$ cat src/source/ex_slice_cfg.svh
`ifndef EX_SLICE_CFG_SVH
`define EX_SLICE_CFG_SVH

// datapath width of the RV64I core
`define XLEN 64

// fixed-length base encoding without compressed
`define ILEN 32

// x0..x31
`define RADDR_W 5

`endif
$ cat src/source/ex_slice_pkg.sv
`default_nettype none

`include "ex_slice_cfg.svh"

package ex_slice_pkg;

    typedef enum logic [4:0] {
        ALU_ADD    = 5'd0,
        ALU_SUB    = 5'd1,
        ALU_SLL    = 5'd2,
        ALU_SLT    = 5'd3,
        ALU_SLTU   = 5'd4,
        ALU_XOR    = 5'd5,
        ALU_SRL    = 5'd6,
        ALU_SRA    = 5'd7,
        ALU_OR     = 5'd8,
        ALU_AND    = 5'd9,
        ALU_ADDW   = 5'd10,
        ALU_SUBW   = 5'd11,
        ALU_SLLW   = 5'd12,
        ALU_SRLW   = 5'd13,
        ALU_SRAW   = 5'd14,
        ALU_PASS_B = 5'd15   // lui
    } alu_op_e;

    typedef enum logic [1:0] {
        SEL_A_RS1  = 2'd0,
        SEL_A_PC   = 2'd1,
        SEL_A_ZERO = 2'd2
    } sel_a_e;

    typedef enum logic [1:0] {
        SEL_B_RS2  = 2'd0,
        SEL_B_IMM  = 2'd1,
        SEL_B_FOUR = 2'd2
    } sel_b_e;

    typedef enum logic [1:0] {
        WB_ALU = 2'd0,
        WB_MEM = 2'd1,
        WB_PC4 = 2'd2
    } wb_sel_e;

    // all zero is a bubble
    typedef struct packed {
        logic                valid;
        alu_op_e             alu_op;
        sel_a_e              sel_a;
        sel_b_e              sel_b;
        wb_sel_e             wb_sel;
        logic                write_rd;
        logic                mem_read;
        logic [7:0]          mem_write_mask;
        logic [2:0]          load_size;      // funct3 of the load
        logic                branch;
        logic                jal;
        logic                jalr;
        logic                illegal;
        logic [`XLEN-1:0]    imm;
        logic [`XLEN-1:0]    pc;
        logic [`RADDR_W-1:0] rs1;
        logic [`RADDR_W-1:0] rs2;
        logic [`RADDR_W-1:0] rd;
    } ex_ctrl_t;

endpackage

`default_nettype wire

$ cat src/source/id_ctrl_if.sv
`default_nettype none
`timescale 1ns/100ps

interface id_ctrl_if;
    import ex_slice_pkg::*;

    ex_ctrl_t bundle;   // decoded execute fields
    logic     use_rs1;  // rs1 is a live source
    logic     use_rs2;

    modport dec_mp (
        output bundle,
        output use_rs1,
        output use_rs2
    );

    modport cons_mp (
        input bundle,
        input use_rs1,
        input use_rs2
    );

endinterface

`default_nettype wire

$ cat src/source/ex_slice_top.sv
`default_nettype none
`timescale 1ns/100ps

`include "ex_slice_cfg.svh"

module ex_slice_top (
    input  logic                    clk,
    input  logic                    rst_n_i,
    input  logic [`ILEN-1:0]        instr_i,
    input  logic [`XLEN-1:0]        pc_i,
    input  logic                    instr_valid_i,
    input  logic                    flush_i,
    input  logic                    stall_i,
    output logic                    ex_valid_o,
    output ex_slice_pkg::alu_op_e   ex_alu_op_o,
    output ex_slice_pkg::sel_a_e    ex_sel_a_o,
    output ex_slice_pkg::sel_b_e    ex_sel_b_o,
    output ex_slice_pkg::wb_sel_e   ex_wb_sel_o,
    output logic                    ex_write_rd_o,
    output logic                    ex_mem_read_o,
    output logic [7:0]              ex_mem_write_mask_o,
    output logic [2:0]              ex_load_size_o,
    output logic                    ex_branch_o,
    output logic                    ex_jal_o,
    output logic                    ex_jalr_o,
    output logic                    ex_illegal_o,
    output logic [`XLEN-1:0]        ex_imm_o,
    output logic [`XLEN-1:0]        ex_pc_o,
    output logic [`RADDR_W-1:0]     ex_rs1_o,
    output logic [`RADDR_W-1:0]     ex_rs2_o,
    output logic [`RADDR_W-1:0]     ex_rd_o,
    output logic                    id_stall_o
);
    import ex_slice_pkg::*;

    ex_ctrl_t ex_q;     // bundle held in execute
    logic     nop_req;

    id_ctrl_if u_id_ctrl ();

    inst_decoder u_decoder (
        .instr_i       (instr_i),
        .pc_i          (pc_i),
        .instr_valid_i (instr_valid_i),
        .ctrl          (u_id_ctrl)
    );

    load_use_detector u_hazard (
        .dec        (u_id_ctrl),
        .ex_ctrl_i  (ex_q),
        .stall_i    (stall_i),
        .nop_req_o  (nop_req),
        .id_stall_o (id_stall_o)
    );

    id_ex_reg #(
        .PAYLOAD_T (ex_ctrl_t)
    ) u_id_ex (
        .clk     (clk),
        .rst_n_i (rst_n_i),
        .flush_i (flush_i),
        .stall_i (stall_i),
        .nop_i   (nop_req),
        .d_i     (u_id_ctrl.bundle),
        .q_o     (ex_q)
    );

    assign ex_valid_o          = ex_q.valid;
    assign ex_alu_op_o         = ex_q.alu_op;
    assign ex_sel_a_o          = ex_q.sel_a;
    assign ex_sel_b_o          = ex_q.sel_b;
    assign ex_wb_sel_o         = ex_q.wb_sel;
    assign ex_write_rd_o       = ex_q.write_rd;
    assign ex_mem_read_o       = ex_q.mem_read;
    assign ex_mem_write_mask_o = ex_q.mem_write_mask;
    assign ex_load_size_o      = ex_q.load_size;
    assign ex_branch_o         = ex_q.branch;
    assign ex_jal_o            = ex_q.jal;
    assign ex_jalr_o           = ex_q.jalr;
    assign ex_illegal_o        = ex_q.illegal;
    assign ex_imm_o            = ex_q.imm;
    assign ex_pc_o             = ex_q.pc;
    assign ex_rs1_o            = ex_q.rs1;
    assign ex_rs2_o            = ex_q.rs2;
    assign ex_rd_o             = ex_q.rd;

endmodule

`default_nettype wire

$ cat src/source/id_ex_reg.sv
`default_nettype none
`timescale 1ns/100ps

module id_ex_reg #(
    parameter type PAYLOAD_T = logic
) (
    input  logic     clk,
    input  logic     rst_n_i,
    input  logic     flush_i,
    input  logic     stall_i,
    input  logic     nop_i,
    input  PAYLOAD_T d_i,
    output PAYLOAD_T q_o
);

    always_ff @(posedge clk or negedge rst_n_i) begin
        if (!rst_n_i) begin
            q_o <= '0;
        end else if (flush_i) begin
            q_o <= '0;     // wins over stall and nop
        end else if (stall_i) begin
            q_o <= q_o;
        end else if (nop_i) begin
            q_o <= '0;     // load-use bubble
        end else begin
            q_o <= d_i;
        end
    end

endmodule

`default_nettype wire

$ cat src/source/load_use_detector.sv
`default_nettype none
`timescale 1ns/100ps

module load_use_detector (
    id_ctrl_if.cons_mp           dec,
    input  ex_slice_pkg::ex_ctrl_t ex_ctrl_i,
    input  logic                 stall_i,
    output logic                 nop_req_o,
    output logic                 id_stall_o
);

    logic ex_is_load;
    logic rs1_hit;
    logic rs2_hit;
    logic hazard;

    // load in execute that really writes a register
    assign ex_is_load = ex_ctrl_i.valid && ex_ctrl_i.mem_read && (ex_ctrl_i.rd != '0);

    assign rs1_hit = dec.use_rs1 && (dec.bundle.rs1 == ex_ctrl_i.rd);
    assign rs2_hit = dec.use_rs2 && (dec.bundle.rs2 == ex_ctrl_i.rd);

    assign hazard = ex_is_load && dec.bundle.valid && (rs1_hit || rs2_hit);

    assign nop_req_o  = hazard;             // one bubble into execute
    assign id_stall_o = hazard || stall_i;  // upstream keeps the instruction

endmodule

`default_nettype wire

$ cat src/source/inst_decoder.sv
`default_nettype none
`timescale 1ns/100ps

`include "ex_slice_cfg.svh"

module inst_decoder (
    input  logic [`ILEN-1:0] instr_i,
    input  logic [`XLEN-1:0] pc_i,
    input  logic             instr_valid_i,
    id_ctrl_if.dec_mp        ctrl
);
    import ex_slice_pkg::*;

    localparam logic [6:0] OPC_OP        = 7'b0110011;
    localparam logic [6:0] OPC_OP_IMM    = 7'b0010011;
    localparam logic [6:0] OPC_OP_32     = 7'b0111011;
    localparam logic [6:0] OPC_OP_IMM_32 = 7'b0011011;
    localparam logic [6:0] OPC_LUI       = 7'b0110111;
    localparam logic [6:0] OPC_AUIPC     = 7'b0010111;
    localparam logic [6:0] OPC_JAL       = 7'b1101111;
    localparam logic [6:0] OPC_JALR      = 7'b1100111;
    localparam logic [6:0] OPC_BRANCH    = 7'b1100011;
    localparam logic [6:0] OPC_LOAD      = 7'b0000011;
    localparam logic [6:0] OPC_STORE     = 7'b0100011;

    logic [6:0]       opcode;
    logic [2:0]       funct3;
    logic [6:0]       funct7;
    logic [`XLEN-1:0] imm_i;
    logic [`XLEN-1:0] imm_s;
    logic [`XLEN-1:0] imm_b;
    logic [`XLEN-1:0] imm_u;
    logic [`XLEN-1:0] imm_j;
    ex_ctrl_t         dec;
    logic             legal;
    logic             use_rs1;
    logic             use_rs2;

    // alt selects sub / sra
    function automatic alu_op_e base_op(input logic [2:0] f3, input logic alt);
        case (f3)
            3'd0:    return alt ? ALU_SUB : ALU_ADD;
            3'd1:    return ALU_SLL;
            3'd2:    return ALU_SLT;
            3'd3:    return ALU_SLTU;
            3'd4:    return ALU_XOR;
            3'd5:    return alt ? ALU_SRA : ALU_SRL;
            3'd6:    return ALU_OR;
            default: return ALU_AND;
        endcase
    endfunction

    function automatic alu_op_e word_op(input logic [2:0] f3, input logic alt);
        case (f3)
            3'd0:    return alt ? ALU_SUBW : ALU_ADDW;
            3'd1:    return ALU_SLLW;
            default: return alt ? ALU_SRAW : ALU_SRLW;
        endcase
    endfunction

    assign opcode = instr_i[6:0];
    assign funct3 = instr_i[14:12];
    assign funct7 = instr_i[31:25];

    assign imm_i = {{(`XLEN-12){instr_i[31]}}, instr_i[31:20]};
    assign imm_s = {{(`XLEN-12){instr_i[31]}}, instr_i[31:25], instr_i[11:7]};
    assign imm_b = {{(`XLEN-13){instr_i[31]}}, instr_i[31], instr_i[7],
                    instr_i[30:25], instr_i[11:8], 1'b0};
    assign imm_u = {{(`XLEN-32){instr_i[31]}}, instr_i[31:12], 12'b0};
    assign imm_j = {{(`XLEN-21){instr_i[31]}}, instr_i[31], instr_i[19:12],
                    instr_i[20], instr_i[30:21], 1'b0};

    always_comb begin
        dec     = '0;
        legal   = 1'b1;
        use_rs1 = 1'b0;
        use_rs2 = 1'b0;
        case (opcode)
            OPC_OP: begin
                legal        = (funct7 == 7'h00) ||
                               (funct7 == 7'h20 && (funct3 == 3'd0 || funct3 == 3'd5));
                use_rs1      = 1'b1;
                use_rs2      = 1'b1;
                dec.write_rd = 1'b1;
                dec.alu_op   = base_op(funct3, funct7[5]);
            end
            OPC_OP_IMM: begin
                legal = !((funct3 == 3'd1 && instr_i[31:26] != 6'b000000) ||
                          (funct3 == 3'd5 && instr_i[31:26] != 6'b000000 &&
                           instr_i[31:26] != 6'b010000));
                use_rs1      = 1'b1;
                dec.write_rd = 1'b1;
                dec.sel_b    = SEL_B_IMM;
                dec.imm      = imm_i;
                dec.alu_op   = base_op(funct3, funct3 == 3'd5 && instr_i[30]);
            end
            OPC_OP_32: begin
                legal = (funct7 == 7'h00 && (funct3 == 3'd0 || funct3 == 3'd1 ||
                                             funct3 == 3'd5)) ||
                        (funct7 == 7'h20 && (funct3 == 3'd0 || funct3 == 3'd5));
                use_rs1      = 1'b1;
                use_rs2      = 1'b1;
                dec.write_rd = 1'b1;
                dec.alu_op   = word_op(funct3, funct7[5]);
            end
            OPC_OP_IMM_32: begin
                legal = (funct3 == 3'd0) || (funct3 == 3'd1 && funct7 == 7'h00) ||
                        (funct3 == 3'd5 && (funct7 == 7'h00 || funct7 == 7'h20));
                use_rs1      = 1'b1;
                dec.write_rd = 1'b1;
                dec.sel_b    = SEL_B_IMM;
                dec.imm      = imm_i;
                dec.alu_op   = word_op(funct3, funct3 != 3'd0 && funct7[5]);
            end
            OPC_LUI: begin
                dec.write_rd = 1'b1;
                dec.alu_op   = ALU_PASS_B;
                dec.sel_a    = SEL_A_ZERO;
                dec.sel_b    = SEL_B_IMM;
                dec.imm      = imm_u;
            end
            OPC_AUIPC: begin
                dec.write_rd = 1'b1;
                dec.sel_a    = SEL_A_PC;
                dec.sel_b    = SEL_B_IMM;
                dec.imm      = imm_u;
            end
            OPC_JAL: begin
                dec.write_rd = 1'b1;
                dec.jal      = 1'b1;
                dec.sel_a    = SEL_A_PC;   // link value pc+4
                dec.sel_b    = SEL_B_FOUR;
                dec.wb_sel   = WB_PC4;
                dec.imm      = imm_j;
            end
            OPC_JALR: begin
                legal        = (funct3 == 3'd0);
                use_rs1      = 1'b1;
                dec.write_rd = 1'b1;
                dec.jalr     = 1'b1;
                dec.sel_a    = SEL_A_PC;
                dec.sel_b    = SEL_B_FOUR;
                dec.wb_sel   = WB_PC4;
                dec.imm      = imm_i;
            end
            OPC_BRANCH: begin
                legal      = (funct3 != 3'd2 && funct3 != 3'd3);
                use_rs1    = 1'b1;
                use_rs2    = 1'b1;
                dec.branch = 1'b1;
                dec.imm    = imm_b;
                dec.alu_op = funct3[2] ? (funct3[1] ? ALU_SLTU : ALU_SLT) : ALU_SUB;
            end
            OPC_LOAD: begin
                legal         = (funct3 != 3'd7);
                use_rs1       = 1'b1;
                dec.write_rd  = 1'b1;
                dec.mem_read  = 1'b1;
                dec.wb_sel    = WB_MEM;
                dec.sel_b     = SEL_B_IMM;
                dec.imm       = imm_i;
                dec.load_size = funct3;
            end
            OPC_STORE: begin
                legal     = !funct3[2];
                use_rs1   = 1'b1;
                use_rs2   = 1'b1;
                dec.sel_b = SEL_B_IMM;
                dec.imm   = imm_s;
                case (funct3[1:0])
                    2'd0:    dec.mem_write_mask = 8'h01;
                    2'd1:    dec.mem_write_mask = 8'h03;
                    2'd2:    dec.mem_write_mask = 8'h0f;
                    default: dec.mem_write_mask = 8'hff;
                endcase
            end
            default: legal = 1'b0;   // system, csr, fence, ...
        endcase

        if (!legal) begin
            dec         = '0;
            use_rs1     = 1'b0;
            use_rs2     = 1'b0;
            dec.illegal = 1'b1;
        end
        dec.valid = 1'b1;
        dec.pc    = pc_i;
        dec.rs1   = use_rs1 ? instr_i[19:15] : '0;
        dec.rs2   = use_rs2 ? instr_i[24:20] : '0;
        dec.rd    = dec.write_rd ? instr_i[11:7] : '0;

        if (!instr_valid_i) begin
            dec     = '0;
            use_rs1 = 1'b0;
            use_rs2 = 1'b0;
        end
    end

    assign ctrl.bundle  = dec;
    assign ctrl.use_rs1 = use_rs1;
    assign ctrl.use_rs2 = use_rs2;

endmodule

`default_nettype wire

$ cat config.mk
export PLATFORM = sky130hd
export DESIGN_NAME = ex_slice_top
export DESIGN_NICKNAME = d
export VERILOG_FILES = /design/src/source/ex_slice_pkg.sv /design/src/source/id_ctrl_if.sv /design/src/source/ex_slice_top.sv /design/src/source/id_ex_reg.sv /design/src/source/load_use_detector.sv /design/src/source/inst_decoder.sv
export VERILOG_INCLUDE_DIRS = /design/src /design/src/source
export SDC_FILE = /design/constraint.sdc
export NUM_CORES = 1
export LEC_CHECK = 0
export BUFFER_PORTS_ARGS = -buffer_cell sky130_fd_sc_hd__buf_4
export CAP_MARGIN = 25
export CELL_PAD_IN_SITES_DETAIL_PLACEMENT = 0
export CELL_PAD_IN_SITES_GLOBAL_PLACEMENT = 1
export CORE_MARGIN = 2
export CORE_UTILIZATION = 33
export DETAILED_ROUTE_END_ITERATION = 10
export PLACE_DENSITY_LB_ADDON = 0.1
export SKIP_LAST_GASP = 1
export SLEW_MARGIN = 20
export SYNTH_ARGS = -nofsm -noshare
export SYNTH_HDL_FRONTEND = slang
export SYNTH_SLANG_ARGS = --single-unit
$ cat constraint.sdc
create_clock -name clk -period 2.1 [get_ports clk]
set_input_delay 0.21 -clock clk [delete_from_list [all_inputs] [get_ports clk]]
set_output_delay 0.21 -clock clk [all_outputs]
set_load 0.005 [all_outputs]
### Yosys cells after proc, flatten, opt, wreduce, memory -nomap -nowiden

Index checks and enable logic that the tools add are counted.

* flip-flop bits (word level): 172
* bits in latches: 0
* RAM bits: 0
* ROM bits: 0
* output and inout bits: 173
* memories kept: 0

* add/sub/neg operators: 0
* multiply operators: 0
* divide/modulo/power cells: 0
* order comparisons: 0
* equality and inequality tests: 27
* shift-type cells: 0
* multiplexer cells: 42
* bitwise operators: 0
* reduce and logical (&&, ||, !) cells: 44

Operators by type and width (number)
* $mux W172: 4
* $pmux W64 S5: 1
* $mux W171: 1
* $pmux W5 S7: 2
* $eq A7 B6 Y1 const B: 5
* $pmux W5 S6: 1
* $pmux W8 S3: 1
* $eq A7 B5 Y1 const B: 3
* $eq A7 B7 Y1 const B: 3
* $mux W5: 4
* $pmux W5 S2: 2
* $mux W1: 17
* $logic_and A1 B1 Y1: 16
* $pmux W2 S2: 3
* $logic_or A1 B1 Y1: 11
* $eq A5 B5 Y1: 2
* $eq A3 B3 Y1 const B: 3
* $pmux W1 S9: 1
* $reduce_or A9 Y1: 1
* $mux W8: 1
* $reduce_or A4 Y1: 2
* $reduce_or A8 Y1: 1
* $eq A7 B2 Y1 const B: 1
* $logic_not A7 Y1: 1
* other kinds (19): 26

### Logic depth before layout (Yosys ltp)

* word-level depth: 16
* mapped depth: 11
* mapped depth without buffers: 6

### Hierarchy

A second synthesis with hierarchy kept.

* cell total of the unflattened synthesis: 788
* area total of the unflattened synthesis: 8867.3 um2

By module, submodules not included
* id_ex_reg: times used 1, cells each 402, area each 6401.1 um2
* inst_decoder: times used 1, cells each 368, area each 2317.2 um2
* load_use_detector: times used 1, cells each 18, area each 148.9 um2

### Worst setup path before layout

No wires, ideal clock.

* path kind: in2reg
* from: input port instr_i[3]
* to: register u_id_ex.q_o[148] (netlist name)
* library setup time: 0.122 ns
* data arrival time: 1.931 ns
* required time: 1.978 ns
* path slack: 0.048 ns
* stages: 9
* buffers on the path: 3
* cell sequence: buf_4 > nand4bb_1 > buf_2 > nor3_1 > a32o_1 > a2111oi_4 > nor3_4 > buf_2 > a32o_1

* word-level cells in the longest chain between the ends: 13
* elaborated cells between the ends (all ways): 35
* those cells by class: eq/ne: 13; mux: 15; reduce/logical: 7

Ends and longest elaborated chain
* from (decl): RTL line ex_slice_top.sv:9 `` input logic [`ILEN-1:0] instr_i, ``
* $eq A7 B6 Y1 (tied with other cells): RTL line inst_decoder.sv:78 `case (opcode)`
* $reduce_or A3 Y1 (no line) (tied with other cells)
* $pmux W1 S9 / $mux W1 (equally long branches): RTL line inst_decoder.sv:78
* $mux W1: RTL line inst_decoder.sv:180 `if (!legal) begin`
* $mux W5, on equally long branches: RTL line inst_decoder.sv:188, inst_decoder.sv:189
* $mux W172: RTL line inst_decoder.sv:192 `if (!instr_valid_i) begin`
* $eq A5 B5 Y1, on equally long branches: RTL line load_use_detector.sv:20, load_use_detector.sv:21
* $logic_and A1 B1 Y1, on equally long branches: RTL line load_use_detector.sv:20, load_use_detector.sv:21
* $logic_or A1 B1 Y1: RTL line load_use_detector.sv:23 `assign hazard = ex_is_load && dec.bundle.valid && (rs1_hit || rs2_hit);`
* $logic_and A1 B1 Y1: RTL line load_use_detector.sv:23
* $mux W172 *: RTL line id_ex_reg.sv:23 `end else if (nop_i) begin`
* $mux W172 *: RTL line id_ex_reg.sv:21 `end else if (stall_i) begin`
* $mux W172 *: RTL line id_ex_reg.sv:19 `end else if (flush_i) begin`
* to (signal assigned): RTL line id_ex_reg.sv:22 `q_o <= q_o;`
* to (signal assigned): RTL line id_ex_reg.sv:26 `q_o <= d_i;`
* to (decl): RTL line id_ex_reg.sv:13 `output PAYLOAD_T q_o`

Every way passes the cells marked *; elsewhere a longest branch is shown, timed or not. The select of a mux whose other input is x is not followed.
A chain may end at the register's enable or synchronous reset.

### Worst setup path after layout

* from: register u_id_ex.q_o[1] (netlist name)
* to: output port id_stall_o

* word-level cells in the longest chain between the ends: 5
* elaborated cells between the ends (all ways): 10
* those cells by class: eq/ne: 2; reduce/logical: 8

Ends and longest elaborated chain
* $eq A5 B5 Y1 (tied with other cells): RTL line load_use_detector.sv:20 `assign rs1_hit = dec.use_rs1 && (dec.bundle.rs1 == ex_ctrl_i.rd);`
* $logic_and A1 B1 Y1, on equally long branches: RTL line load_use_detector.sv:20, load_use_detector.sv:18, load_use_detector.sv:21
* $logic_or A1 B1 Y1 / $logic_and A1 B1 Y1 (equally long branches): RTL line load_use_detector.sv:23
* $logic_and A1 B1 Y1 *: RTL line load_use_detector.sv:23
* $logic_or A1 B1 Y1 *: RTL line load_use_detector.sv:26 `assign id_stall_o = hazard || stall_i;`
* to (decl): RTL line ex_slice_top.sv:32 `output logic id_stall_o`

Every way passes the cells marked *; elsewhere a longest branch is shown, timed or not.

==> flow_summary_export.csv <==
group,metric,value,unit
outcome,status,"finished, violations left",
outcome,violations,"negative setup slack",
die,rows,50,
yosys,ys_warn_count,0,
route,routed-wl-met2,10400,um
yosys,netlist_instances,498,
yosys,synth.net_count,599,
route,drt-met1-wl,9020,um
cells_and_area,top_regs,"u_id_ex.q_o (134)",
clock_tree,clock-root-buffer,"clkbuf_16",
route,top_layer,"met4",
pwr,p_leak,5.01,nW
timing,finalCritPeriodShare,102,%
timing,worst_slack,-34.3,ps
critical_path,critPathArrivalTime,1920,ps
pwr,ir_drop,0.000543,V
global_routing,grt_overflow,0,
cells_and_area,layout_common_cells,"328 x buf_4, 133 x dfrtp_1, 107 x a22o_1",
global_routing,antenna_found_initial,0,
clock_tree,cts_max_path_buffers,2,
cells_and_area,area_growth,53.8,%
cells_and_area,layoutNonFillerInstCount,1045,
cells_and_area,regArea,3350,um^2
place,placedCellCount,987,
die,die_y,142,um
clock_tree,htreeDepth,4,
timing,fin_skew,9.67,ps
route,vias_per_cell,5.28,
clock_tree,clk_pin_slew,60,ps
yosys,synth_ff_type,"dfrtp_1",
yosys,ys_types,59,
yosys,ys_async_sr_fraction,100,%
cells_and_area,final_core_util,51.5,%
route,drc,0,
cells_and_area,antenna_cells,0,
route,ant_nets,0,
timing,slew_headroom,56.4,%
global_routing,grt_pass1_wl,32100,um
job,max_cap_violations,0,
yosys,synth.cell_area,6240,um^2
global_routing,grt_pass1_vias,5617,
place,routabilityCongestion,0.816,
clock_tree,cts_tree,"built",
place,dp_hpwl,15300,um
route,drt_iter0_markers,306,
timing,slew_violations,0,
timing,timing.fmax,0.469,GHz
timing,setup_viol,24,
cells_and_area,final_common_cell,"buf_4",
critical_path,cp-end-kind,"primary output",
global_routing,grt_start_max_net_pins,76,
min_path,min_from,"pc_i[54]",
timing,worst_pin_slew,654,ps
yosys,synth_edf_count,0,
timing,finalCriticalPeriod,2130,ps
die,die_w,142,um
route,vias,5519,
critical_path,path_max_fanout,2,
clock_tree,clk_latency,420,ps
die,fp.dieArea,20000,um^2
die,core_area,18600,um^2
critical_path,startpoint,"u_id_ex.q_o[1]$_DFFE_PN0P_",
cells_and_area,multi_input_area,2380,um^2
cells_and_area,largest_register_ffs,134,
global_routing,grt_usage,20.7,%
critical_path,required,1890,ps
cells_and_area,final_layout_size_suffix_gt1_share,49.0,%
critical_path,critical_path_class,"flop to primary output",
die,io_pins,274,
route,drtPass1Iterations,5,
die,start_util,33.5,%
yosys,ys_seq_area_share,53.7,%
critical_path,r2r-start,"u_id_ex.q_o[1]$_DFFE_PN0P_",
cells_and_area,fillers,1666,
cells_and_area,nets,899,
pwr,p_per_area,676,nW/um^2
timing,grt_setup_unrepaired,"true",
clock_tree,cts_buffers,17,
route,drt-total-wl,21400,um
timing,hold_viol,0,
min_path,holdCritPathClass,"primary input to flop",
cells_and_area,top_register,"u_id_ex.q_o",
yosys,syn_avg_cell_area,12.5,um^2
route,route.met3.wl,1700,um
pwr,p_total,0.00649,W
clock_tree,clock_sinks,134,
critical_path,crit_path_start_kind,"flop",
yosys,synth-seq-cells,134,
place,portBuffers,272,
route,wl_per_cell,20.5,um
[cells in the mapped netlist (2+ instances only)]
| cell | number | area share (%) |
|---|---|---|
| xnor2_1 | 4 | 0.56 |
| nand3b_1 | 2 | 0.24 |
| o2111ai_1 | 2 | 0.28 |
| nand4_1 | 2 | 0.20 |
| a32o_1 | 31 | 5.0 |
| nor2b_1 | 6 | 0.60 |
| a21o_1 | 23 | 2.8 |
| and3b_1 | 2 | 0.28 |
| nor2_1 | 13 | 0.78 |
| xor2_1 | 6 | 0.84 |
| clkbuf_1 | 19 | 1.1 |
| o21ai_0 | 8 | 0.64 |
| a21oi_2 | 2 | 0.28 |
| nand2_1 | 8 | 0.48 |
| nand3_1 | 2 | 0.16 |
| buf_6 | 10 | 1.8 |
| o32ai_1 | 3 | 0.42 |
| o31ai_1 | 5 | 0.60 |
| nor4_4 | 2 | 0.68 |
| buf_4 | 43 | 5.2 |
| dfrtp_1 | 134 | 54 |
| a31oi_1 | 2 | 0.20 |
| buf_2 | 10 | 0.80 |
| nand2b_1 | 4 | 0.40 |
| a21oi_1 | 3 | 0.24 |
| or4_1 | 4 | 0.48 |
| nor3_1 | 7 | 0.56 |
| inv_1 | 3 | 0.18 |
| a22o_1 | 107 | 15 |
| a221o_1 | 2 | 0.32 |
[critical path: stages (launching register included)]
cell and delay (ps):
dfrtp_1 400, or4_4 540, o2111ai_4 210, a21oi_4 50, a21o_1 190, buf_6 120
[power breakdown]
group | switching [W] | internal, W | total [W]
clock network | 0.00114 | 0.00200 | 0.00314
logic | 0.000335 | 0.000360 | 0.000695
registers | 0.0000280 | 0.00263 | 0.00266
total | 0.00150 | 0.00499 | 0.00649
[path summary, 6_finish.rpt]
path | to | slack (ps) | cells past startpoint
worst max-delay path | id_stall_o | -30 | 5
worst min-delay path | u_id_ex.q_o[69]$_DFFE_PN0P_ | 20 | 2
worst max register to register | u_id_ex.q_o[37]$_DFFE_PN0P_ | -20 | 10
worst min register to register | u_id_ex.q_o[6]$_DFFE_PN0P_ | 490 | 1
max in group asynchronous | u_id_ex.q_o[68]$_DFFE_PN0P_ | 1030 | 3
min in group asynchronous | u_id_ex.q_o[49]$_DFFE_PN0P_ | 300 | 2
[area by class of cell]
type,count,area share [%]
Sequential cell,134,34.9
Timing Repair Buffer,364,30.6
Multi-Input combinational cell,278,24.8
Clock buffer,22,5.04
Tap cell,234,3.05
Clock inverter,10,1.49
Inverter,3,0.117
[kinds of logic after synthesis]
kind of cell | count (synthesis) | synth area share (%)
AO/OA/AOI/OAI | 198 | 27.9
AND/OR/NAND/NOR | 68 | 7.62
multiplexers | 1 | 0.160
buffers and inverters | 86 | 9.16
XOR/XNOR | 10 | 1.40
other | 1 | 0.0601
flip-flops | 134 | 53.7
[stage by stage]
| step | instance area [um^2] | hold slack, ps | TNS [ps] | setup WS (ps) |
|---|---|---|---|---|
| after CTS | 9490 | 0.752 | -201 | -43.0 |
| after global placement | 8620 | 184 | -12180 | -157 |
| after floorplan | 6240 | -85.6 | 0 | 47.9 |
| final | 9600 | 15.0 | -256 | -34.3 |
| after global routing | 9600 | 2.33 | -7000 | -105 |
| after detailed placement | 8620 | 196 | -16450 | -194 |
[routing by layer]
layer  GRT usage, %  vias up
li1               -     2489
met1           26.8     2749
met2           33.8      255
met3           5.74       26
met4           6.58        0
met5              0        -
[timing repair]
item | in CTS | in global routing
hold buffers | 21 | 1
buffers inserted | 1 | 2
setup endpoints to repair | 14 | 123
gates cloned | 0 | 2
endpoints found under the hold margin | 68 | 1
pin swaps | 7 | 9
resized for setup | 6 | 5
(Power assumes the default switching activity.)
